<file path="src/hdl/host_domain_pkg.sv">
`default_nettype none

package host_domain_pkg;

  // Debug request bus widths
  localparam int unsigned DMI_ADDR_W = 7;
  localparam int unsigned DMI_DATA_W = 32;

  // Request operation, value 3 is reserved
  typedef enum logic [1:0] {
    DMI_NOP   = 2'd0,
    DMI_READ  = 2'd1,
    DMI_WRITE = 2'd2
  } dmi_op_e;

  // Response code returned with every request
  typedef enum logic [1:0] {
    DMI_OK     = 2'd0,
    DMI_FAILED = 2'd2
  } dmi_resp_e;

endpackage

`default_nettype wire

</file>
<file path="src/hdl/dmi_req_if.sv">
`timescale 1ns/100ps
`default_nettype none

// One request transfer, four-phase req/ack
interface dmi_req_if
  import host_domain_pkg::*;
();

  logic                  req;
  logic                  ack;
  logic [DMI_ADDR_W-1:0] addr;
  dmi_op_e               op;
  logic [DMI_DATA_W-1:0] data;

  // Payload is valid and stable while req is high
  modport producer (
    output req,
    output addr,
    output op,
    output data,
    input  ack
  );

  modport consumer (
    input  req,
    input  addr,
    input  op,
    input  data,
    output ack
  );

endinterface

`default_nettype wire

</file>
<file path="src/hdl/dmi_req_front.sv">
`timescale 1ns/100ps
`default_nettype none

module dmi_req_front
  import host_domain_pkg::*;
(
  input  logic                  clk_i,
  input  logic                  rst_n_i,
  input  logic                  dmi_req_valid_i,
  output logic                  dmi_req_ready_o,
  input  logic [DMI_ADDR_W-1:0] dmi_req_addr_i,
  input  dmi_op_e               dmi_req_op_i,
  input  logic [DMI_DATA_W-1:0] dmi_req_data_i,
  dmi_req_if.producer           out_if
);

  localparam logic [1:0] ST_IDLE    = 2'd0;
  localparam logic [1:0] ST_REQ     = 2'd1;
  localparam logic [1:0] ST_RELEASE = 2'd2;

  logic [1:0]            state_q;
  logic                  accept;
  logic [DMI_ADDR_W-1:0] addr_q;
  dmi_op_e               op_q;
  logic [DMI_DATA_W-1:0] data_q;

  // Only one request in flight, new ones wait for the full handshake
  assign dmi_req_ready_o = (state_q == ST_IDLE);
  assign accept          = dmi_req_valid_i && dmi_req_ready_o;

  always_ff @(posedge clk_i or negedge rst_n_i) begin
    if (!rst_n_i) begin
      state_q <= ST_IDLE;
    end else begin
      case (state_q)
        ST_IDLE: begin
          if (dmi_req_valid_i) begin
            state_q <= ST_REQ;
          end
        end
        ST_REQ: begin
          if (out_if.ack) begin
            state_q <= ST_RELEASE;
          end
        end
        // Wait for the consumer to drop ack
        ST_RELEASE: begin
          if (!out_if.ack) begin
            state_q <= ST_IDLE;
          end
        end
        default: begin
          state_q <= ST_IDLE;
        end
      endcase
    end
  end

  always_ff @(posedge clk_i) begin
    if (accept) begin
      addr_q <= dmi_req_addr_i;
      op_q   <= dmi_req_op_i;
      data_q <= dmi_req_data_i;
    end
  end

  assign out_if.req  = (state_q == ST_REQ);
  assign out_if.addr = addr_q;
  assign out_if.op   = op_q;
  assign out_if.data = data_q;

  // Req and payload hold until the consumer acks
  a_req_hold: assert property (@(posedge clk_i) disable iff (!rst_n_i)
    out_if.req && !out_if.ack |=> out_if.req && $stable(out_if.addr) &&
      $stable(out_if.op) && $stable(out_if.data));

endmodule

`default_nettype wire

</file>
<file path="src/hdl/dmi_req_queue.sv">
`timescale 1ns/100ps
`default_nettype none

module dmi_req_queue
  import host_domain_pkg::*;
#(
  parameter int unsigned QUEUE_DEPTH = 4
) (
  input  logic        clk_i,
  input  logic        rst_n_i,
  dmi_req_if.consumer in_if,
  dmi_req_if.producer out_if
);

  localparam int unsigned PTR_W = $clog2(QUEUE_DEPTH);

  logic [DMI_ADDR_W-1:0] addr_mem [QUEUE_DEPTH];
  dmi_op_e               op_mem   [QUEUE_DEPTH];
  logic [DMI_DATA_W-1:0] data_mem [QUEUE_DEPTH];

  logic [PTR_W-1:0] wr_ptr_q;
  logic [PTR_W-1:0] rd_ptr_q;
  logic [PTR_W:0]   count_q;
  logic             in_ack_q;
  logic             out_req_q;
  logic             full;
  logic             push;
  logic             pop;

  assign full = (count_q == (PTR_W + 1)'(QUEUE_DEPTH));

  // Take a new entry once per req phase, only with room left
  assign push = in_if.req && !in_ack_q && !full;
  assign pop  = out_req_q && out_if.ack;

  always_ff @(posedge clk_i or negedge rst_n_i) begin
    if (!rst_n_i) begin
      in_ack_q  <= 1'b0;
      out_req_q <= 1'b0;
      wr_ptr_q  <= '0;
      rd_ptr_q  <= '0;
      count_q   <= '0;
    end else begin
      if (push) begin
        in_ack_q <= 1'b1;
        wr_ptr_q <= wr_ptr_q + 1'b1;
      end else if (!in_if.req) begin
        in_ack_q <= 1'b0;
      end

      // Next head goes out only after the consumer released ack
      if (pop) begin
        out_req_q <= 1'b0;
        rd_ptr_q  <= rd_ptr_q + 1'b1;
      end else if (count_q != '0 && !out_if.ack && !out_req_q) begin
        out_req_q <= 1'b1;
      end

      case ({push, pop})
        2'b10:   count_q <= count_q + 1'b1;
        2'b01:   count_q <= count_q - 1'b1;
        default: count_q <= count_q;
      endcase
    end
  end

  always_ff @(posedge clk_i) begin
    if (push) begin
      addr_mem[wr_ptr_q] <= in_if.addr;
      op_mem[wr_ptr_q]   <= in_if.op;
      data_mem[wr_ptr_q] <= in_if.data;
    end
  end

  assign in_if.ack   = in_ack_q;
  assign out_if.req  = out_req_q;
  assign out_if.addr = addr_mem[rd_ptr_q];
  assign out_if.op   = op_mem[rd_ptr_q];
  assign out_if.data = data_mem[rd_ptr_q];

  a_no_push_full: assert property (@(posedge clk_i) disable iff (!rst_n_i)
    $rose(in_ack_q) |-> $past(count_q) < QUEUE_DEPTH);

  // Consumer ack must only complete a transfer backed by an entry
  a_no_pop_empty: assert property (@(posedge clk_i) disable iff (!rst_n_i)
    out_if.req && out_if.ack |-> count_q != '0);

endmodule

`default_nettype wire

</file>
<file path="src/hdl/l2_bank.sv">
`timescale 1ns/100ps
`default_nettype none

module l2_bank
  import host_domain_pkg::*;
#(
  parameter int unsigned NUM_WORDS = 64
) (
  input  logic                  clk_i,
  input  logic                  rst_n_i,
  dmi_req_if.consumer           in_if,
  output logic                  dmi_resp_valid_o,
  output dmi_resp_e             dmi_resp_resp_o,
  output logic [DMI_DATA_W-1:0] dmi_resp_data_o,
  input  logic                  dmi_resp_ready_i
);

  localparam int unsigned IDX_W = (NUM_WORDS > 1) ? $clog2(NUM_WORDS) : 1;

  logic [DMI_DATA_W-1:0] mem_q [NUM_WORDS];
  logic [IDX_W-1:0]      idx;
  logic                  addr_ok;
  logic                  slot_free;
  logic                  take;
  logic                  wr_en;
  logic                  ack_q;
  logic                  resp_valid_q;
  dmi_resp_e             resp_d;
  dmi_resp_e             resp_q;
  logic [DMI_DATA_W-1:0] rdata_d;
  logic [DMI_DATA_W-1:0] rdata_q;

  assign idx     = in_if.addr[IDX_W-1:0];
  assign addr_ok = 32'(in_if.addr) < NUM_WORDS;

  // Slot frees on the same edge the host takes the response
  assign slot_free = !resp_valid_q || dmi_resp_ready_i;
  assign take      = in_if.req && !ack_q && slot_free;
  assign wr_en     = take && addr_ok && (in_if.op == DMI_WRITE);

  always_comb begin
    resp_d  = DMI_OK;
    rdata_d = '0;
    if (!addr_ok) begin
      resp_d = DMI_FAILED;
    end else begin
      case (in_if.op)
        DMI_READ:           rdata_d = mem_q[idx];
        DMI_WRITE, DMI_NOP: rdata_d = '0;
        // Reserved encoding
        default:            resp_d = DMI_FAILED;
      endcase
    end
  end

  // Bank comes out of reset cleared
  always_ff @(posedge clk_i or negedge rst_n_i) begin
    if (!rst_n_i) begin
      for (int i = 0; i < NUM_WORDS; i++) begin
        mem_q[i] <= '0;
      end
    end else if (wr_en) begin
      mem_q[idx] <= in_if.data;
    end
  end

  always_ff @(posedge clk_i or negedge rst_n_i) begin
    if (!rst_n_i) begin
      ack_q        <= 1'b0;
      resp_valid_q <= 1'b0;
    end else begin
      if (take) begin
        ack_q <= 1'b1;
      end else if (!in_if.req) begin
        ack_q <= 1'b0;
      end

      if (take) begin
        resp_valid_q <= 1'b1;
      end else if (dmi_resp_ready_i) begin
        resp_valid_q <= 1'b0;
      end
    end
  end

  always_ff @(posedge clk_i) begin
    if (take) begin
      resp_q  <= resp_d;
      rdata_q <= rdata_d;
    end
  end

  assign in_if.ack        = ack_q;
  assign dmi_resp_valid_o = resp_valid_q;
  assign dmi_resp_resp_o  = resp_q;
  assign dmi_resp_data_o  = rdata_q;

  // ack never rises without a pending req
  a_ack_needs_req: assert property (@(posedge clk_i) disable iff (!rst_n_i)
    $rose(in_if.ack) |-> $past(in_if.req));

endmodule

`default_nettype wire

</file>
<file path="src/hdl/host_domain.sv">
`timescale 1ns/100ps
`default_nettype none

module host_domain
  import host_domain_pkg::*;
#(
  parameter int unsigned NUM_WORDS   = 64,
  parameter int unsigned QUEUE_DEPTH = 4
) (
  input  logic                  clk_i,
  input  logic                  rst_n_i,

  // Debug request port
  input  logic                  dmi_req_valid_i,
  output logic                  dmi_req_ready_o,
  input  logic [DMI_ADDR_W-1:0] dmi_req_addr_i,
  input  dmi_op_e               dmi_req_op_i,
  input  logic [DMI_DATA_W-1:0] dmi_req_data_i,

  // Response port
  output logic                  dmi_resp_valid_o,
  input  logic                  dmi_resp_ready_i,
  output dmi_resp_e             dmi_resp_resp_o,
  output logic [DMI_DATA_W-1:0] dmi_resp_data_o
);

  dmi_req_if front_to_queue ();
  dmi_req_if queue_to_bank ();

  dmi_req_front i_dmi_req_front (
    .clk_i           ( clk_i           ),
    .rst_n_i         ( rst_n_i         ),
    .dmi_req_valid_i ( dmi_req_valid_i ),
    .dmi_req_ready_o ( dmi_req_ready_o ),
    .dmi_req_addr_i  ( dmi_req_addr_i  ),
    .dmi_req_op_i    ( dmi_req_op_i    ),
    .dmi_req_data_i  ( dmi_req_data_i  ),
    .out_if          ( front_to_queue  )
  );

  dmi_req_queue #(
    .QUEUE_DEPTH ( QUEUE_DEPTH )
  ) i_dmi_req_queue (
    .clk_i   ( clk_i          ),
    .rst_n_i ( rst_n_i        ),
    .in_if   ( front_to_queue ),
    .out_if  ( queue_to_bank  )
  );

  l2_bank #(
    .NUM_WORDS ( NUM_WORDS )
  ) i_l2_bank (
    .clk_i            ( clk_i            ),
    .rst_n_i          ( rst_n_i          ),
    .in_if            ( queue_to_bank    ),
    .dmi_resp_valid_o ( dmi_resp_valid_o ),
    .dmi_resp_resp_o  ( dmi_resp_resp_o  ),
    .dmi_resp_data_o  ( dmi_resp_data_o  ),
    .dmi_resp_ready_i ( dmi_resp_ready_i )
  );

endmodule

`default_nettype wire

</file>
<file path="config.mk">
export PLATFORM = sky130hd
export DESIGN_NAME = host_domain
export DESIGN_NICKNAME = d
export VERILOG_FILES = /design/src/hdl/host_domain_pkg.sv /design/src/hdl/dmi_req_if.sv /design/src/hdl/dmi_req_front.sv /design/src/hdl/dmi_req_queue.sv /design/src/hdl/l2_bank.sv /design/src/hdl/host_domain.sv
export SDC_FILE = /design/constraint.sdc
export NUM_CORES = 2
export LEC_CHECK = 0
export ABC_AREA = 0
export BUFFER_PORTS_ARGS = -buffer_cell sky130_fd_sc_hd__buf_2
export CAP_MARGIN = 0
export CELL_PAD_IN_SITES_DETAIL_PLACEMENT = 0
export CELL_PAD_IN_SITES_GLOBAL_PLACEMENT = 1
export CORE_MARGIN = 2
export CORE_UTILIZATION = 25
export CTS_CLUSTER_DIAMETER = 60
export DETAILED_ROUTE_END_ITERATION = 6
export GPL_ROUTABILITY_DRIVEN = 0
export HOLD_SLACK_MARGIN = 0.02
export PLACE_DENSITY = 0.39
export SYNTH_ARGS = -nofsm -noshare
export SYNTH_HDL_FRONTEND = slang
export SYNTH_HIERARCHICAL = 1
export SYNTH_SLANG_ARGS = --single-unit
</file>
<file path="constraint.sdc">
create_clock -name clk_i -period 4.9 [get_ports clk_i]
set_input_delay 0.98 -clock clk_i [delete_from_list [all_inputs] [get_ports clk_i]]
set_output_delay 0.98 -clock clk_i [all_outputs]
set_load 0.005 [all_outputs]
</file>
== Word-level counts from Yosys, hierarchy flattened ==
Memory sizes are Yosys's and may differ from the RTL's.
Index checks and enable logic that the tools add are counted.
Cells by class
  $add $sub $neg: 4
  $lt $le $gt $ge: 3
  eq/ne operators: 12
  muxes and demuxes: 22
  bitwise operators: 1
  reduce and logical (&&, ||, !) cells: 26
Operators by type and width (number)
  bitwise mux 2048 bit: 1
  binary-select mux 32 bit (select 6 bit): 1
  demux 32 bit (select 6 bit): 1
  two-way mux 32 bit: 3
  logical AND 1 bit: 11
  two-way mux 1 bit: 10
  two-way mux 2 bit: 4
  inequality test 2 bit, second input constant: 4
  greater-or-equal comparator 7 bit, second input constant: 1
  < comparator 7 x 1 -> 1 bit, second input constant: 1
  < comparator 7 bit, second input constant: 1
  NOT 6 -> 7 bit: 1
  equality test 2 x 1 -> 1 bit, second input constant: 3
  equality test 2 bit, second input constant: 3
  one-hot mux 2 bit (3 select lines): 1
  one-hot mux 3 bit (2 select lines): 1
  nonzero test 2 bit: 3
  zero test 1 bit: 5
  adder 2 x 1 -> 2 bit, second input constant: 2
  zero test 2 bit: 2
  adder 3 x 1 -> 3 bit, second input constant: 1
  equality test 3 bit, second input constant: 1
  AND reduction 3 bit: 1
  nonzero test 3 bit: 1
  other kinds (5): 5
Word-level totals
  flip-flop bits (word level): 2136
  bits in writable memories: 164
  output and inout bits: 36
  memories kept: 3
Memories
  i_dmi_req_queue.data_mem: words 4, width 32, rd ports 1, clocked after Yosys merged registers in 0, wr ports 1, RTL line dmi_req_queue.sv:19  | logic [DMI_DATA_W-1:0] data_mem [QUEUE_DEPTH];
  i_dmi_req_queue.addr_mem: words 4, width 7, rd ports 1, clocked after Yosys merged registers in 0, wr ports 1, RTL line dmi_req_queue.sv:17  | logic [DMI_ADDR_W-1:0] addr_mem [QUEUE_DEPTH];
  i_dmi_req_queue.op_mem: words 4, width 2, rd ports 1, clocked after Yosys merged registers in 0, wr ports 1, RTL line dmi_req_queue.sv:18  | dmi_op_e op_mem [QUEUE_DEPTH];

== Depth between registers and ports, before layout ==
An unclocked memory read counts as a cell.
  word-level depth: 7
  gate-level depth with buffers: 13

== By module ==
Netlist, hierarchy kept.
Modules (own cells, without submodules)
  l2_bank: times used 1, cells an instance 6793, area an instance 93525.9 um^2, seq. area each 52290.2 um^2
  dmi_req_queue: times used 1, cells an instance 257, area an instance 6389.9 um^2, seq. area each 5149.9 um^2
  dmi_req_front: times used 1, cells an instance 51, area an instance 1333.8 um^2, seq. area each 1281.2 um^2

== Least setup slack after synthesis ==
No wires, ideal clock.
  path type: in2reg
  from: in dmi_resp_ready_i
  to: reg i_l2_bank/mem_q[1579] in the netlist's numbering
  arrival time: 3.938 ns
  setup slack: 0.837 ns
  stages: 8
  path buffers: 2
  path through: nand2b_1 -> nor3b_2 -> and4bb_1 -> buf_4 -> nand2_2 -> nor2_2 -> buf_4 -> mux2_2
On the way
  cells in the longest elaborated chain, start to end: 4
Ends and longest elaborated chain
  start, declared: RTL line host_domain.sv:22  | input logic dmi_resp_ready_i,
  logical OR 1 bit: RTL line l2_bank.sv:37  | assign slot_free = !resp_valid_q || dmi_resp_ready_i;
  logical AND 1 bit: RTL line l2_bank.sv:38  | assign take = in_if.req && !ack_q && slot_free;
  net i_l2_bank.take: RTL line l2_bank.sv:24  | logic take;
  logical AND 1 bit (2 in a row): RTL line l2_bank.sv:39  | assign wr_en = take && addr_ok && (in_if.op == DMI_WRITE);
  end signal, assigned by index: RTL line l2_bank.sv:63  | mem_q[idx] <= in_if.data;
  end, declared: RTL line l2_bank.sv:20  | logic [DMI_DATA_W-1:0] mem_q [NUM_WORDS];
The timed path passes the listed nets, and every way through them passes these cells.
A chain may end at the register's enable or synchronous reset.

== Worst setup path in the final report ==
  from: reg i_dmi_req_queue.rd_ptr_q[0]
  to: reg i_l2_bank.rdata_q[0] (netlist: i_l2_bank/dmi_resp_data_o[0]) (data pin)
On the way
  cells in the longest elaborated chain, start to end: 5
  elaborated cells between the ends (all ways): 9
  classes of those cells: order compare (1); eq/ne (1); mux (3); bitwise (1); reduce/logical (1); memory (2)
Ends and longest elaborated chain
  start, declared: RTL line dmi_req_queue.sv:22  | logic [PTR_W-1:0] rd_ptr_q;
  start signal, assigned: RTL line dmi_req_queue.sv:54  | rd_ptr_q <= rd_ptr_q + 1'b1;
  memory read (4 x 7 bit) *
  net queue_to_bank.addr[2]: RTL line dmi_req_if.sv:11  | logic [DMI_ADDR_W-1:0] addr;
  NOT 6 -> 7 bit (not written as such): RTL line l2_bank.sv:48  | DMI_READ: rdata_d = mem_q[idx];
  binary-select mux 32 bit (select 6 bit): RTL line l2_bank.sv:48
  two-way mux 32 bit (not written as such) (2 in a row): RTL line l2_bank.sv:48
  end signal, assigned: RTL line l2_bank.sv:89  | rdata_q <= rdata_d;
  end, declared: RTL line l2_bank.sv:31  | logic [DMI_DATA_W-1:0] rdata_q;
The timed path passes the listed nets; every way through them passes the cells marked *. The select of a mux whose other input is x is not followed.

==> flow_summary.toml <==
[synthesis]
ys_seq_area_share_pct = 58.00
synthFlopType = "dfrtp_1"
ys_ff_latch = 2299
syn-instance-count = 7101
synth_edf_count = 238
syn_nets = 7152
ys_types = 73
synth.cell_area_mm2 = 0.1012
async_reset_ff_share_pct = 89.65
synth.yosys.warnings = 6
syn_avg_cell_area_um2 = 14.26

[power_and_ir_drop]
peakVddDrop_mv = 0.4298
powerDensity_mw_per_mm2 = 623.3
p_leak_nw = 54.19

[floorplan]
die_y_um = 640.4
start_util_pct = 25.13
dieArea_mm2 = 0.4101
io_pins = 81
fp-row-count = 233
die_w_um = 640.4
core_mm2 = 0.4029

[setup_path]
endpoint = "i_l2_bank/dmi_resp_data_o[0]"
max_stage_delay_ns = 0.97
path_max_fanout = 24
rr_endpoint = "i_l2_bank/dmi_resp_data_o[0]"
r2r_cells = 11
cp_data_required_time_ns = 5.51
regToRegSetupSlack_ns = 0.1
cp_top_family = "compound AO/OA/AOI/OAI gates"
path_buf_inv = 5
arrival_ns = 5.41
start_kind = "flip-flop"
end_kind = "flip-flop"
crit_chain = "mux4_4 > buf_4 > inv_6 > buf_4 > buf_4 > a221oi_1 > nor2_1 > o21ai_0 > buf_4 > and4_1 > a31oi_1"
r2r-start = "i_dmi_req_queue/rd_ptr_q[0]"
slowest_stage = "o21ai_0"
cp.depth = 11
critPathMostFrequentCell = "buf_4"
cp-startpoint = "i_dmi_req_queue/rd_ptr_q[0]"
path_class = "reg2reg"

[final_layout]
regArea_mm2 = 0.05873
final_area_mm2 = 0.1204
area_growth_pct = 18.90
multiInputGateArea_mm2 = 0.03944
stdcell_count = 12870
layout_common_cells = "dfrtp_1, mux2_2, a221oi_1"
final_util_pct = 29.88
drive_gt1_share_pct = 41.93
final_common_cell = "dfrtp_1"
nFillCells = 40480
final_net_count = 7235

[clocking]
cts_tree = "done"
ctsResizeCount = 0
cts_setup_buffers = 0
ctsRootBufferMaster = "clkbuf_16"
htree_levels = 5
cts.clk_slew.worst_paths_ns = 0.06
cts_sinks = 2299
insertion_delay_ns = 0.93
cts_buffers = 310
hold_buffers = 1
cts_buffer_depth = 4

[sta]
rsz0062_at_grt = "false"
hold_ws_ns = 0.2213
fin_worst_skew_ns = 0.04342
max_freq_mhz = 208.1
drv_slew = 0
max_slew.worst_pin.slew_ns = 1.252
fin_tns_setup_ns = 0
finalCritPeriodShare_pct = 98.06
timing.final.crit_period_ns = 4.805
hold_viol_final = 0
finalSetupViolCount = 0
slew_headroom_pct = 15.65

[grt]
gr-total-overflow = 0
grt_use_total_pct = 19.46
grt_pass1_vias = 68160
grt_pass1_wl_um = 567000
antenna_found_initial = 32
grt_max_degree = 147

[routing]
num_vias = 64160
post_drt_via_cell_ratio = 4.986
drc = 0
drtIter0Drc = 3926
drt_pre_antenna_iters = 5
routedWlPerCell_um = 31.36
postRouteAntennaNets = 0
wl_um = 403600

[placed_design]
placed_area_mm2 = 0.1099
dp_hpwl_um = 256000
placedCellCount = 12280
port_buffers = 79

[flow_run]
max_cap_viol_count = 0

[min_path]
min_path_type = "in2reg"
hold_path_depth = 1

[run_status]
status = "finished, final reports clean"
[cell type report]
cell class,count,area share [%]
sequential,2299,48.78
multi-input combinational,4047,32.76
clock buffer,439,7.444
tap,5405,5.618
timing repair buffer,516,4.072
clock inverter,123,1.222
antenna,29,0.06028
inverter,10,0.03950
[logic make-up (layout without fill, tap and decap cells)]
family	count (synthesis)	after routing	synth area share [%]
multiplexers	2316	2316	26.86
flip-flops	2299	2299	58.00
AO/OA/AOI/OAI	1222	1222	9.009
buffers and inverters	755	1088	3.553
AND/OR/NAND/NOR	496	496	2.442
adder cells (fa/ha/maj)	6	6	0.08156
XOR/XNOR	6	6	0.05191
other	1	30	0.003704
[registers in the layout, summed over array words and instances, names as in the netlist, 2 cells and up]
register / flops
i_dmi_req_queue/data_mem: 128
i_l2_bank/dmi_resp_data_o: 32
i_dmi_req_front/out_if.addr: 7
i_dmi_req_front/state_q: 2
i_dmi_req_queue/op_mem: 8
i_l2_bank/mem_q: 2048
i_dmi_req_queue/rd_ptr_q: 2
i_dmi_req_queue/addr_mem: 28
i_dmi_req_queue/wr_ptr_q: 2
i_dmi_req_queue/count_q: 3
i_dmi_req_front/out_if.op: 2
i_dmi_req_front/out_if.data: 32
[worst min-delay path by stage]
stage / slack [ns] / to / start
after global placement: 0.45 / i_dmi_req_front/state_q[0] / i_dmi_req_front/state_q[1]
after global routing: 0.16 / i_dmi_req_front/out_if.data[28] / dmi_req_data_i[28]
after CTS: 0.14 / i_dmi_req_front/out_if.data[28] / dmi_req_data_i[28]
after detailed placement: 0.47 / i_dmi_req_front/state_q[0] / i_dmi_req_front/state_q[1]
after floorplan: 0.43 / i_dmi_req_front/state_q[0] / i_dmi_req_front/state_q[1]
final: 0.22 / i_dmi_req_front/out_if.data[19] / dmi_req_data_i[19]
[layer usage]
metal | GRT usage [%] | share of wire, % | wire length, µm
met5 | 0 | 0 | 0
met2 | 32.00 | 47 | 190900
met4 | 4.721 | 2.4 | 9672
met1 | 27.37 | 47 | 189000
met3 | 2.057 | 3.5 | 14000
[report_power, final]
part,internal [mW],switching (mW)
registers,22.2,1.48
clock network,13.9,9.24
logic,7.58,20.6
[through the flow]
| step | worst slack [ns] | total power [mW] |
|---|---|---|
| 2_1_floorplan | 0.8373 | 36.97 |
| 3_3_place_gp | -0.5981 | 52.44 |
| 3_5_place_dp | 0.04826 | 52.70 |
| 4_1_cts | 0.01118 | 76.38 |
| 5_1_grt | 0.007165 | 78.37 |
| 6_report | 0.09523 | 75.03 |
[synth_stat cells, types with 85 or more instances]
library cell	n	area, µm²
mux2i_1	117	1171
o22ai_1	118	738.2
edfxtp_1	238	7147
buf_4	85	638.1
mux4_2	112	2522
a221oi_1	423	3705
mux2_2	1862	20970
clkbuf_1	325	1220
nand2_1	108	405.4
a21oi_1	98	490.5
a22oi_1	253	1899
dfrtp_1	2061	51570
mux2_1	224	2522
o21ai_0	104	520.5
buf_2	253	1266
nor2_1	180	675.7
Power figures use the tool's default switching activity.
